## src/main_params.svh

```systemverilog
// Widths, region indices and fill values for the main board glue
// Included by the package and by the modules that decode the bus

`ifndef MAIN_PARAMS_SVH
`define MAIN_PARAMS_SVH

// Bus widths
`define ADDR_W      23      // Word address, byte bits 23:1
`define DATA_W      16
`define REGION_W    8       // Region active bits from the mapper

// Region indices into the active bits
`define REG_MEM     0
`define REG_SCR     1
`define REG_PAL     2
`define REG_OBJ     3
`define REG_IO      4
`define REG_SUB     5

// Interrupt acknowledge cycles never select a device
`define FC_IACK     3'd7

// Unmapped bytes read back as all ones
`define FILL_BYTE   8'hFF

// Control byte in port C layout
// Video on, sound out of reset, ADC channel 0, object config 0
`define CTRL_RESET  8'h21

`endif

```

## src/main_pkg.sv

```systemverilog
// Shared types for the main board glue
// Game, controller and ADC channel enums
// Bus request, chip select, memory read data, cabinet and control structs

`include "main_params.svh"

package main_pkg;

    // OutRun uses the PPI board, Super Hang-On the direct registers
    typedef enum logic {
        GAME_OUTRUN  = 1'b0,
        GAME_SHANGON = 1'b1
    } game_e;

    typedef enum logic [1:0] {
        CTRL_STICK   = 2'd0,
        CTRL_TRIGGER = 2'd1,
        CTRL_WHEEL   = 2'd2
    } ctrl_type_e;

    typedef enum logic [2:0] {
        ADC_STEER = 3'd0,
        ADC_GAS   = 3'd1,
        ADC_BRAKE = 3'd2,
        ADC_MOTOR = 3'd3
    } adc_ch_e;

    typedef struct packed {
        logic [`ADDR_W:1]     addr;     // Byte address numbering, bit 0 dropped
        logic [2:0]           fc;
        logic                 rnw;
        logic [1:0]           dsn;      // Upper, lower; active low
        logic [`DATA_W-1:0]   wdata;
        logic [`REGION_W-1:0] active;
    } bus_req_t;

    typedef struct packed {
        logic rd, rom, ram, vram, chr, pal, obj, io, sub;
    } chip_sel_t;

    typedef struct packed {
        logic [`DATA_W-1:0] ram;        // Shared by work RAM and VRAM
        logic [`DATA_W-1:0] rom;
        logic [`DATA_W-1:0] chr;
        logic [`DATA_W-1:0] pal;
        logic [`DATA_W-1:0] obj;
        logic [`DATA_W-1:0] sub;
    } mem_rdata_t;

    typedef struct packed {
        logic [7:0]  joystick;          // Active low buttons
        logic        start;
        logic        service;
        logic        dip_test;
        logic [1:0]  coin;
        logic [7:0]  dipsw_a;
        logic [7:0]  dipsw_b;
        logic [15:0] ana_steer;
        logic [15:0] ana_pedal;         // Gas and brake share one axis
    } cab_in_t;

    typedef struct packed {
        logic [1:0] obj_cfg;
        logic       video_en;
        logic       snd_rstb;
        adc_ch_e    adc_ch;
    } board_ctrl_t;

endpackage

```

## src/analog_shaper.sv

```systemverilog
// ADC channel value for the cabinet analog inputs
// Steering, gas and brake shaping per game and controller type
// Digital buttons override the analog readings

`timescale 1ns/1ps

module analog_shaper (
    input  main_pkg::game_e      game,
    input  main_pkg::ctrl_type_e ctrl_type,
    input  main_pkg::adc_ch_e    adc_ch,
    input  logic [7:0]           joystick,
    input  logic [15:0]          ana_steer,
    input  logic [15:0]          ana_pedal,
    output logic [7:0]           value
);
    import main_pkg::*;

    logic [7:0] pos_half;
    logic [7:0] neg_half;
    logic [7:0] steer_raw;
    logic [7:0] trig_gas;
    logic       pedal_neg;

    // Pedal axis split at its sign bit
    assign pos_half  = {ana_pedal[14:8], ana_pedal[14]};
    assign neg_half  = ~pos_half;
    assign pedal_neg = ana_pedal[15];

    assign steer_raw = ana_steer[7:0] ^ 8'h80;  // Signed to offset binary
    assign trig_gas  = ana_pedal[7] ? 8'h00 : {ana_pedal[6:0], ana_pedal[6]};

    always_comb begin
        value = 8'hFF;  // Motor and unused channels
        if (game == GAME_SHANGON) begin
            case (adc_ch)
                ADC_STEER: value = !joystick[0] ? 8'h20 :
                                   !joystick[1] ? 8'hD0 : steer_raw;
                ADC_GAS:   value = !joystick[3] ? 8'hF0 :
                                   pedal_neg    ? neg_half : 8'h00;
                ADC_BRAKE: value = !joystick[2] ? 8'hF0 :
                                   pedal_neg    ? 8'h00 : pos_half;
                default:   value = 8'hFF;
            endcase
        end else begin
            case (adc_ch)
                // Left button wins when both are held
                ADC_STEER: value = !joystick[1] ? 8'h20 :
                                   !joystick[0] ? 8'hE0 : steer_raw;
                ADC_GAS: begin
                    if (!joystick[5]) begin
                        value = 8'hFF;
                    end else if (ctrl_type == CTRL_TRIGGER) begin
                        value = trig_gas;
                    end else begin
                        value = pedal_neg ? neg_half : 8'h00;
                    end
                end
                ADC_BRAKE: begin
                    if (!joystick[6]) begin
                        value = 8'hFF;
                    end else if (ctrl_type == CTRL_WHEEL) begin
                        value = pedal_neg ? neg_half : 8'h00;  // Wheel pedals are inverted
                    end else begin
                        value = pedal_neg ? 8'h00 : pos_half;
                    end
                end
                default: value = 8'hFF;
            endcase
        end
    end

endmodule

```

## src/cabinet_io.sv

```systemverilog
// Cabinet I/O for both board variants
// Registered read byte, board control latches and analog latch
// Object toggle pulse on the PPI board

`timescale 1ns/1ps
`include "main_params.svh"

module cabinet_io (
    input  logic                  clk,
    input  logic                  rst,
    input  main_pkg::game_e       game,
    input  main_pkg::ctrl_type_e  ctrl_type,
    input  logic                  req_valid,
    input  main_pkg::bus_req_t    req,
    input  main_pkg::cab_in_t     cab,
    output logic [7:0]            io_byte,
    output main_pkg::board_ctrl_t ctrl,
    output logic                  obj_toggle
);
    import main_pkg::*;

    logic        io_hit;
    logic        ppi_board;
    logic        low_wr;
    logic        pc_access;
    logic        adc_wr;
    logic [2:0]  offset;
    logic [1:0]  sw_sel;
    logic [7:0]  port_c;
    logic [7:0]  rd_byte;
    logic [7:0]  adc_value;
    logic [15:0] steer_lat;
    logic [15:0] pedal_lat;

    // Port C byte to control fields
    function automatic board_ctrl_t pc_to_ctrl(input logic [7:0] pc);
        board_ctrl_t c;
        c.obj_cfg  = pc[7:6];
        c.video_en = pc[5];
        c.adc_ch   = adc_ch_e'(pc[4:2]);
        c.snd_rstb = pc[0];
        return c;
    endfunction

    assign io_hit    = req_valid && req.active[`REG_IO] && (req.fc != `FC_IACK);
    assign ppi_board = (game == GAME_OUTRUN);
    assign low_wr    = !req.rnw && !req.dsn[0];
    assign offset    = ppi_board ? req.addr[6:4] : {req.addr[13:12], req.addr[5]};
    assign sw_sel    = req.addr[2:1];
    assign pc_access = ppi_board && (offset == 3'd0) && (sw_sel == 2'd2);
    assign adc_wr    = io_hit && !req.rnw && (offset == (ppi_board ? 3'd3 : 3'd7));

    analog_shaper analog_shaper_i (
        .game      (game),
        .ctrl_type (ctrl_type),
        .adc_ch    (ctrl.adc_ch),
        .joystick  (cab.joystick),
        .ana_steer (steer_lat),
        .ana_pedal (pedal_lat),
        .value     (adc_value)
    );

    always_comb begin
        rd_byte = `FILL_BYTE;
        if (pc_access) begin
            rd_byte = port_c;
        end else if (ppi_board) begin
            case (offset)
                3'd1: case (sw_sel)
                    2'd0:    rd_byte = {cab.coin, ~cab.joystick[7], cab.joystick[7],
                                        cab.start, cab.service, cab.dip_test, 1'b1};
                    2'd2:    rd_byte = cab.dipsw_a;
                    2'd3:    rd_byte = cab.dipsw_b;
                    default: rd_byte = `FILL_BYTE;
                endcase
                3'd3:    rd_byte = adc_value;
                default: rd_byte = `FILL_BYTE;
            endcase
        end else begin
            case (offset)
                3'd2: case (sw_sel)
                    2'd1:    rd_byte = {2'b11, cab.joystick[4], cab.start, cab.service,
                                        cab.dip_test, cab.coin};
                    2'd2:    rd_byte = cab.dipsw_a;
                    2'd3:    rd_byte = cab.dipsw_b;
                    default: rd_byte = `FILL_BYTE;
                endcase
                3'd7:    rd_byte = adc_value;
                default: rd_byte = `FILL_BYTE;
            endcase
        end
    end

    always_ff @(posedge clk) begin
        io_byte <= io_hit ? rd_byte : `FILL_BYTE;
        if (adc_wr) begin   // Sample both axes for later ADC reads
            steer_lat <= cab.ana_steer;
            pedal_lat <= cab.ana_pedal;
        end
    end

    always_ff @(posedge clk or posedge rst) begin
        if (rst) begin
            port_c     <= `CTRL_RESET;
            ctrl       <= pc_to_ctrl(`CTRL_RESET);
            obj_toggle <= 1'b0;
        end else begin
            obj_toggle <= io_hit && ppi_board && (offset == 3'd7);
            if (io_hit && low_wr) begin
                if (pc_access) begin
                    port_c <= req.wdata[7:0];
                    ctrl   <= pc_to_ctrl(req.wdata[7:0]);
                end else if (!ppi_board) begin
                    case (offset)
                        3'd0: begin
                            ctrl.adc_ch   <= adc_ch_e'({1'b0, req.wdata[7:6]});
                            ctrl.video_en <= req.wdata[4];
                        end
                        3'd1:    ctrl.snd_rstb <= ~req.wdata[0];  // Bit set holds reset
                        default: ;
                    endcase
                end
            end
        end
    end

endmodule

```

## src/chip_select_decoder.sv

```systemverilog
// Chip select decoder for the main CPU bus
// Registers one cycle of selects per request strobe

`timescale 1ns/1ps
`include "main_params.svh"

module chip_select_decoder (
    input  logic                 clk,
    input  logic                 rst,
    input  logic                 req_valid,
    input  main_pkg::bus_req_t   req,
    output main_pkg::chip_sel_t  cs
);

    logic decode_en;
    logic any_ds;       // At least one data strobe low
    logic mem_hi;       // Work RAM window of the memory region

    assign decode_en = req_valid && (req.fc != `FC_IACK);
    assign any_ds    = ~&req.dsn;
    assign mem_hi    = &req.addr[18:17];

    always_ff @(posedge clk or posedge rst) begin
        if (rst) begin
            cs <= '0;
        end else if (decode_en) begin
            cs.rd   <= req.rnw;
            cs.rom  <= req.active[`REG_MEM] && !mem_hi;
            cs.ram  <= req.active[`REG_MEM] && mem_hi && any_ds;

            // Scroll region splits into character RAM and VRAM
            cs.chr  <= req.active[`REG_SCR] &&  req.addr[16];
            cs.vram <= req.active[`REG_SCR] && !req.addr[16] && any_ds;

            cs.pal  <= req.active[`REG_PAL];
            cs.obj  <= req.active[`REG_OBJ];
            cs.io   <= req.active[`REG_IO];
            cs.sub  <= req.active[`REG_SUB];
        end else begin
            cs <= '0;   // Selects last a single cycle
        end
    end

endmodule

```

## src/data_bus_mux.sv

```systemverilog
// Read data multiplexer for the main CPU
// Priority select of memory and I/O data into a registered word

`timescale 1ns/1ps
`include "main_params.svh"

module data_bus_mux (
    input  logic                 clk,
    input  logic                 rst,
    input  main_pkg::chip_sel_t  cs,
    input  logic [7:0]           io_byte,
    input  main_pkg::mem_rdata_t mem,
    output logic [`DATA_W-1:0]   rdata,
    output logic                 rdata_valid
);

    logic [`DATA_W-1:0] sel_word;

    // First match wins
    always_comb begin
        if (cs.ram || cs.vram) begin
            sel_word = mem.ram;
        end else if (cs.rom) begin
            sel_word = mem.rom;     // Raw ROM data, no decryption
        end else if (cs.chr) begin
            sel_word = mem.chr;
        end else if (cs.pal) begin
            sel_word = mem.pal;
        end else if (cs.obj) begin
            sel_word = mem.obj;
        end else if (cs.sub) begin
            sel_word = mem.sub;
        end else if (cs.io) begin
            sel_word = {`FILL_BYTE, io_byte};   // Byte wide port on the low lane
        end else begin
            sel_word = {2{`FILL_BYTE}};
        end
    end

    always_ff @(posedge clk) begin
        rdata <= sel_word;
    end

    always_ff @(posedge clk or posedge rst) begin
        if (rst) begin
            rdata_valid <= 1'b0;
        end else begin
            rdata_valid <= cs.rd;
        end
    end

endmodule

```

## src/main_bus_top.sv

```systemverilog
// Top level of the main board bus glue
// Chip select decoder and cabinet I/O side by side, read mux behind them

`timescale 1ns/1ps
`include "main_params.svh"

module main_bus_top (
    input  logic                  clk,
    input  logic                  rst,
    input  main_pkg::game_e       game,
    input  main_pkg::ctrl_type_e  ctrl_type,
    input  logic                  req_valid,
    input  main_pkg::bus_req_t    req,
    input  main_pkg::mem_rdata_t  mem,
    input  main_pkg::cab_in_t     cab,
    output main_pkg::chip_sel_t   cs_out,
    output logic [`DATA_W-1:0]    rdata,
    output logic                  rdata_valid,
    output main_pkg::board_ctrl_t ctrl,
    output logic                  obj_toggle
);

    logic [7:0] io_byte;    // Cabinet byte, valid with the selects

    chip_select_decoder chip_select_decoder_i (
        .clk       (clk),
        .rst       (rst),
        .req_valid (req_valid),
        .req       (req),
        .cs        (cs_out)
    );

    // Same strobe as the decoder
    cabinet_io cabinet_io_i (
        .clk        (clk),
        .rst        (rst),
        .game       (game),
        .ctrl_type  (ctrl_type),
        .req_valid  (req_valid),
        .req        (req),
        .cab        (cab),
        .io_byte    (io_byte),
        .ctrl       (ctrl),
        .obj_toggle (obj_toggle)
    );

    data_bus_mux data_bus_mux_i (
        .clk         (clk),
        .rst         (rst),
        .cs          (cs_out),
        .io_byte     (io_byte),
        .mem         (mem),
        .rdata       (rdata),
        .rdata_valid (rdata_valid)
    );

endmodule

```

## config.mk

```make
export PLATFORM = sky130hd
export DESIGN_NAME = main_bus_top
export DESIGN_NICKNAME = d
export VERILOG_FILES = /design/src/main_pkg.sv /design/src/analog_shaper.sv /design/src/cabinet_io.sv /design/src/chip_select_decoder.sv /design/src/data_bus_mux.sv /design/src/main_bus_top.sv
export VERILOG_INCLUDE_DIRS = /design/src
export SDC_FILE = /design/constraint.sdc
export NUM_CORES = 1
export LEC_CHECK = 0
export BUFFER_PORTS_ARGS = -buffer_cell sky130_fd_sc_hd__buf_4
export CAP_MARGIN = 25
export CORE_MARGIN = 1
export CORE_UTILIZATION = 51
export DETAILED_ROUTE_END_ITERATION = 8
export GPL_TIMING_DRIVEN = 0
export PLACE_DENSITY_LB_ADDON = 0.25
export SLEW_MARGIN = 40
export SYNTH_ARGS = -nofsm -noshare
export SYNTH_HDL_FRONTEND = slang
export SYNTH_HIERARCHICAL = 1
export SYNTH_SLANG_ARGS = --single-unit
```

## constraint.sdc

```tcl
create_clock -name clk -period 3.4 [get_ports clk]
set_input_delay 0.68 -clock clk [delete_from_list [all_inputs] [get_ports clk]]
set_output_delay 0.68 -clock clk [all_outputs]
set_load 0.03 [all_outputs]
```

# Word level (Yosys, flattened, before mapping)
# Index checks and enable logic that the tools add are counted.
totals:
  register_bits: 74
  output_inout_bits: 34
  wordCells: 109
op_classes:
  n_eq_ne: 13
  n_mux: 37
  n_bitwise: 5
  n_reduce_logical: 34
op_table:
  columns: ["operator", "count"]
  rows:
  - ["8-bit two-way mux", 17]
  - ["16-bit two-way mux", 6]
  - ["8-bit one-hot mux with 3 select lines", 4]
  - ["8-bit one-hot mux with 2 select lines", 2]
  - ["1-bit logical AND", 17]
  - ["5-bit two-way mux", 2]
  - ["3-bit by 2-bit equality test with 1-bit output, second input constant", 3]
  - ["3-bit two-way mux", 3]
  - ["9-bit two-way mux", 1]
  - ["8-bit inverter", 1]
  - ["2-bit equality test, second input constant", 3]
  - ["3-bit by 1-bit equality test with 1-bit output, second input constant", 2]
  - ["3-bit zero test", 2]
  - ["2-bit AND reduction", 3]
  - ["3-bit AND reduction", 2]
  - ["2-bit nonzero test", 3]
  - ["1-bit zero test", 5]
  - ["2-bit by 1-bit equality test with 1-bit output, second input constant", 2]
  - ["1-bit inverter", 4]
  - ["3-bit equality test", 1]
  - ["3-bit equality test, second input constant", 1]
  - ["3-bit != test, second input constant", 1]
  - ["2-bit zero test", 1]
  - ["1-bit two-way mux", 2]
  - ["1-bit logical OR", 1]

# Longest topological paths before layout
depth:
  word_depth: 9
  mapped_depth: 10

# By module
# Netlist, hierarchy kept.
by_module_without_submodules:
  columns: ["mod", "n_inst", "cells_per_inst", "area_each_um2"]
  rows:
  - ["cabinet_io", 1, 203, 2588.7]
  - ["data_bus_mux", 1, 181, 1416.4]
  - ["analog_shaper", 1, 120, 842.1]
  - ["chip_select_decoder", 1, 24, 330.3]

# Worst setup path after synthesis
# No wires, ideal clock.
synth_timing:
  kind: "input port to flip-flop"
  from: "input port req[34] in the netlist's numbering"
  to: "register cabinet_io_i.pedal_lat[0] (enable)"
  setup_time_ns: 0.470
  arrival_ns: 3.737
  required_ns: 2.930
  path_slack_ns: -0.807
  cell_stages: 4
  path_cell_list: "buf_2 -> inv_1 -> or3_1 -> a211oi_1"
synth_between:
  elab_chain_cells: 3
synth_rtl:
  columns: ["item", "line_no", "text"]
  rows:
  - ["start, declared", "main_bus_top.sv:13", "input main_pkg::bus_req_t req,"]
  - ["3-bit two-way mux", "cabinet_io.sv:48", "assign offset = ppi_board ? req.addr[6:4] : {req.addr[13:12], req.addr[5]};"]
  - ["3-bit equality test", "cabinet_io.sv:51", "assign adc_wr = io_hit && !req.rnw && (offset == (ppi_board ? 3'd3 : 3'd7));"]
  - ["1-bit logical AND", "cabinet_io.sv:51", null]
  - ["via cabinet_io_i.adc_wr", "cabinet_io.sv:26", "logic adc_wr;"]
  - ["end signal, assigned", "cabinet_io.sv:98", "pedal_lat <= cab.ana_pedal;"]
  - ["end, declared", "cabinet_io.sv:33", "logic [15:0] pedal_lat;"]
# The timed path passes the listed nets, and every way through them passes these cells.
# A chain may end at the register's enable or synchronous reset.

# Worst setup path after layout
layout_timing:
  from: "register, netlist name cabinet_io_i/ctrl[1]"
  to: "register cabinet_io_i.io_byte[0]"
layout_between:
  elab_chain_cells: 6
  word_cells_on_any_way: 10
  cone_classes: "2 x eq/ne; 7 x mux; 1 x reduce/logical"
layout_rtl:
  columns: ["item", "line_no", "text"]
  rows:
  - ["3-bit by 2-bit equality test with 1-bit output (tied with other cells)", "analog_shaper.sv:35, analog_shaper.sv:45", null]
  - ["8-bit one-hot mux with 3 select lines, on equally long branches", "analog_shaper.sv:45, analog_shaper.sv:35", null]
  - ["8-bit two-way mux (*)", "analog_shaper.sv:34", "if (game == GAME_SHANGON) begin"]
  - ["via cabinet_io_i.adc_value[0]", "cabinet_io.sv:31", "logic [7:0] adc_value;"]
  - ["8-bit one-hot mux with 2 select lines, on equally long branches", "cabinet_io.sv:68, cabinet_io.sv:80", null]
  - ["8-bit two-way mux (*)", "cabinet_io.sv:67", "end else if (ppi_board) begin"]
  - ["8-bit two-way mux (*)", "cabinet_io.sv:65", "if (pc_access) begin"]
  - ["end signal, assigned", "cabinet_io.sv:95", "io_byte <= io_hit ? rd_byte : `FILL_BYTE;"]
  - ["end, declared", "cabinet_io.sv:16", "output logic [7:0] io_byte,"]
# The timed path passes the listed nets; every way through them passes the cells marked *.

==> results.ini <==
[pwr]
ir_worst_vdd_mv=0.286
power.total_w=0.00243
power_per_cell_area_nw_per_um2=348
leakagePower_nw=2.98

[cts]
root_buffer=clkbuf_8
cts_tree=done
h-tree-depth=3
clk_pin_slew_ns=0.07
clock_sinks=72
clock_latency_ns=0.36
holdBufCountCts=0
post_cts_buffers=0
post_cts_resized=0
numCtsBuffers=9
clockBufferDepth=2

[place]
gp_congestion=0.940
dpl.hpwl_um=13500
placed_cell_area_um2=6760
port_buffers=217

[final_layout]
final_area_um2=6980
syn_to_final_growth_pct=41.3
layout.nets=966
diodes=0
final_cell_mix=buf_4, nand2b_1, o21ai_0
layout_commonest_cell=buf_4
drive_above_1_share_pct=40.1
num-fill-cells=688
fin_util_pct=74.8

[global_route]
grt_use_total_pct=33.9
grt_pass1_wl_um=26100
grt_start_max_net_pins=15
grt_overflow_total=0
grt_pass1_vias=5155
antenna_found_initial=0

[critical_path]
cp.arrival_ns=2.93
cpPeakStageDelay_ns=0.65
crit_chain=buf_6 > nor3b_1 > a22oi_1 > o21ai_1 > nor2b_1 > a21boi_0 > o221a_2 > o21ai_0
r2r_setup_slack_ns=0.71
critPathMaxFanout=10
critPathKind=reg -> reg
r2r-start=cabinet_io_i/ctrl[1]
cp-end-kind=flop
ff2ff_path_depth=8
worstPathRequired_ns=3.65
worstReg2RegEnd=cabinet_io_i/io_byte[0]
critPathLaunch=cabinet_io_i/ctrl[1]
crit_path_end=cabinet_io_i/io_byte[0]
slowest_stage=nor3b_1
cp-start-kind=flop

[die]
fp.dieH_um=100
pin_count=250
core_area_um2=9330
start_util_pct=52.9
dieArea_um2=10100
fp.dieW_um=100
rows=35

[timing]
finalHoldViolCount=0
hold_slack_ns=0.181
rsz0062_at_grt=no
fin_crit_sh_pct=79.0
slew-limit-headroom_pct=44.7
fin_tns_setup_ns=0
fin_skew_ns=0.0159
fmax_mhz=372
setup_viol=0
tightestPinTransition_ns=0.825
fin_crit_ns=2.69
timing.final.max_slew_violations=0

[logic_synthesis]
synth_nets=736
netlist_area_um2=4940
synth.avg_cell_area_um2=9.49
postSynthCellCount=520
synth_warnings=6

[detailed_routing]
wl_um=17300
drc=0
drt-pass1-iter-count=5
drt-met1-wl_um=6840
top_layer=met4
ant_nets=0
routedWlPerCell_um=19.6
route.met2.wl_um=8390
vias_per_cell=6.06
wl_met3_um=1440
drtIter0Drc=436
num_vias=5356

[run_status]
status=finished clean

[min_path]
min_path_type=in -> async

[run]
drv_cap=0

-- worst min path at each step --
stage / to / cells past startpoint / slack, ns
after floorplan: data_bus_mux_i/rdata_valid / 1 / 0.41
after global placement: data_bus_mux_i/rdata_valid / 0 / 0.37
after detailed placement: data_bus_mux_i/rdata_valid / 0 / 0.40
after CTS: data_bus_mux_i/rdata_valid / 2 / 0.17
after global routing: data_bus_mux_i/rdata_valid / 2 / 0.16
final: data_bus_mux_i/rdata_valid / 2 / 0.18
-- per-layer routing --
layer  vias up  GRT usage, %
met3        53          5.85
met5         -             0
met1      2528          41.5
met4         0          16.9
li1       2472             -
met2       303          57.5
-- sequential cells by signal (all words and copies together) (netlist names) --
signal,flops
cabinet_io_i/pedal_lat,16
cabinet_io_i/steer_lat,8
cabinet_io_i/ctrl,7
cabinet_io_i/port_c,6
cabinet_io_i/io_byte,8
data_bus_mux_i/rdata,16
cabinet_io_i/obj_toggle,1
chip_select_decoder_i/cs,9
data_bus_mux_i/rdata_valid,1
-- cell type report --
class	count	area, um2	share of cell area, %
buffer	41	224	3.21
clock buffer	13	201	2.89
clock inverter	3	18.8	0.269
inverter	9	33.8	0.484
multi-input combinational	398	2890	41.4
sequential	72	1810	25.9
tap	129	161	2.31
timing repair buffer	219	1640	23.6
-- worst max-delay path: cells and delay by family (launching register included) --
family | cells | cell delay (ns)
buffers and inverters | 1 | 0.17
AOI/OAI and AO/OA | 5 | 1.21
and+or+nand+nor | 2 | 0.75
DFF | 1 | 0.45
-- per-stage QoR --
stage	cells	setup slack, ns
after floorplan	520	0.626
after global placement	866	-0.234
after detailed placement	868	0.477
after CTS	884	0.857
after global routing	884	0.708
final	884	0.714
-- power by group --
part	leakage (nW)	internal (W)	switching, W
clock network	0.116	0.000393	0.000353
logic	2.13	0.000343	0.000365
registers	0.729	0.000944	0.0000294
total	2.98	0.00168	0.000747
Note: power is estimated with default switching activity, not from simulation.
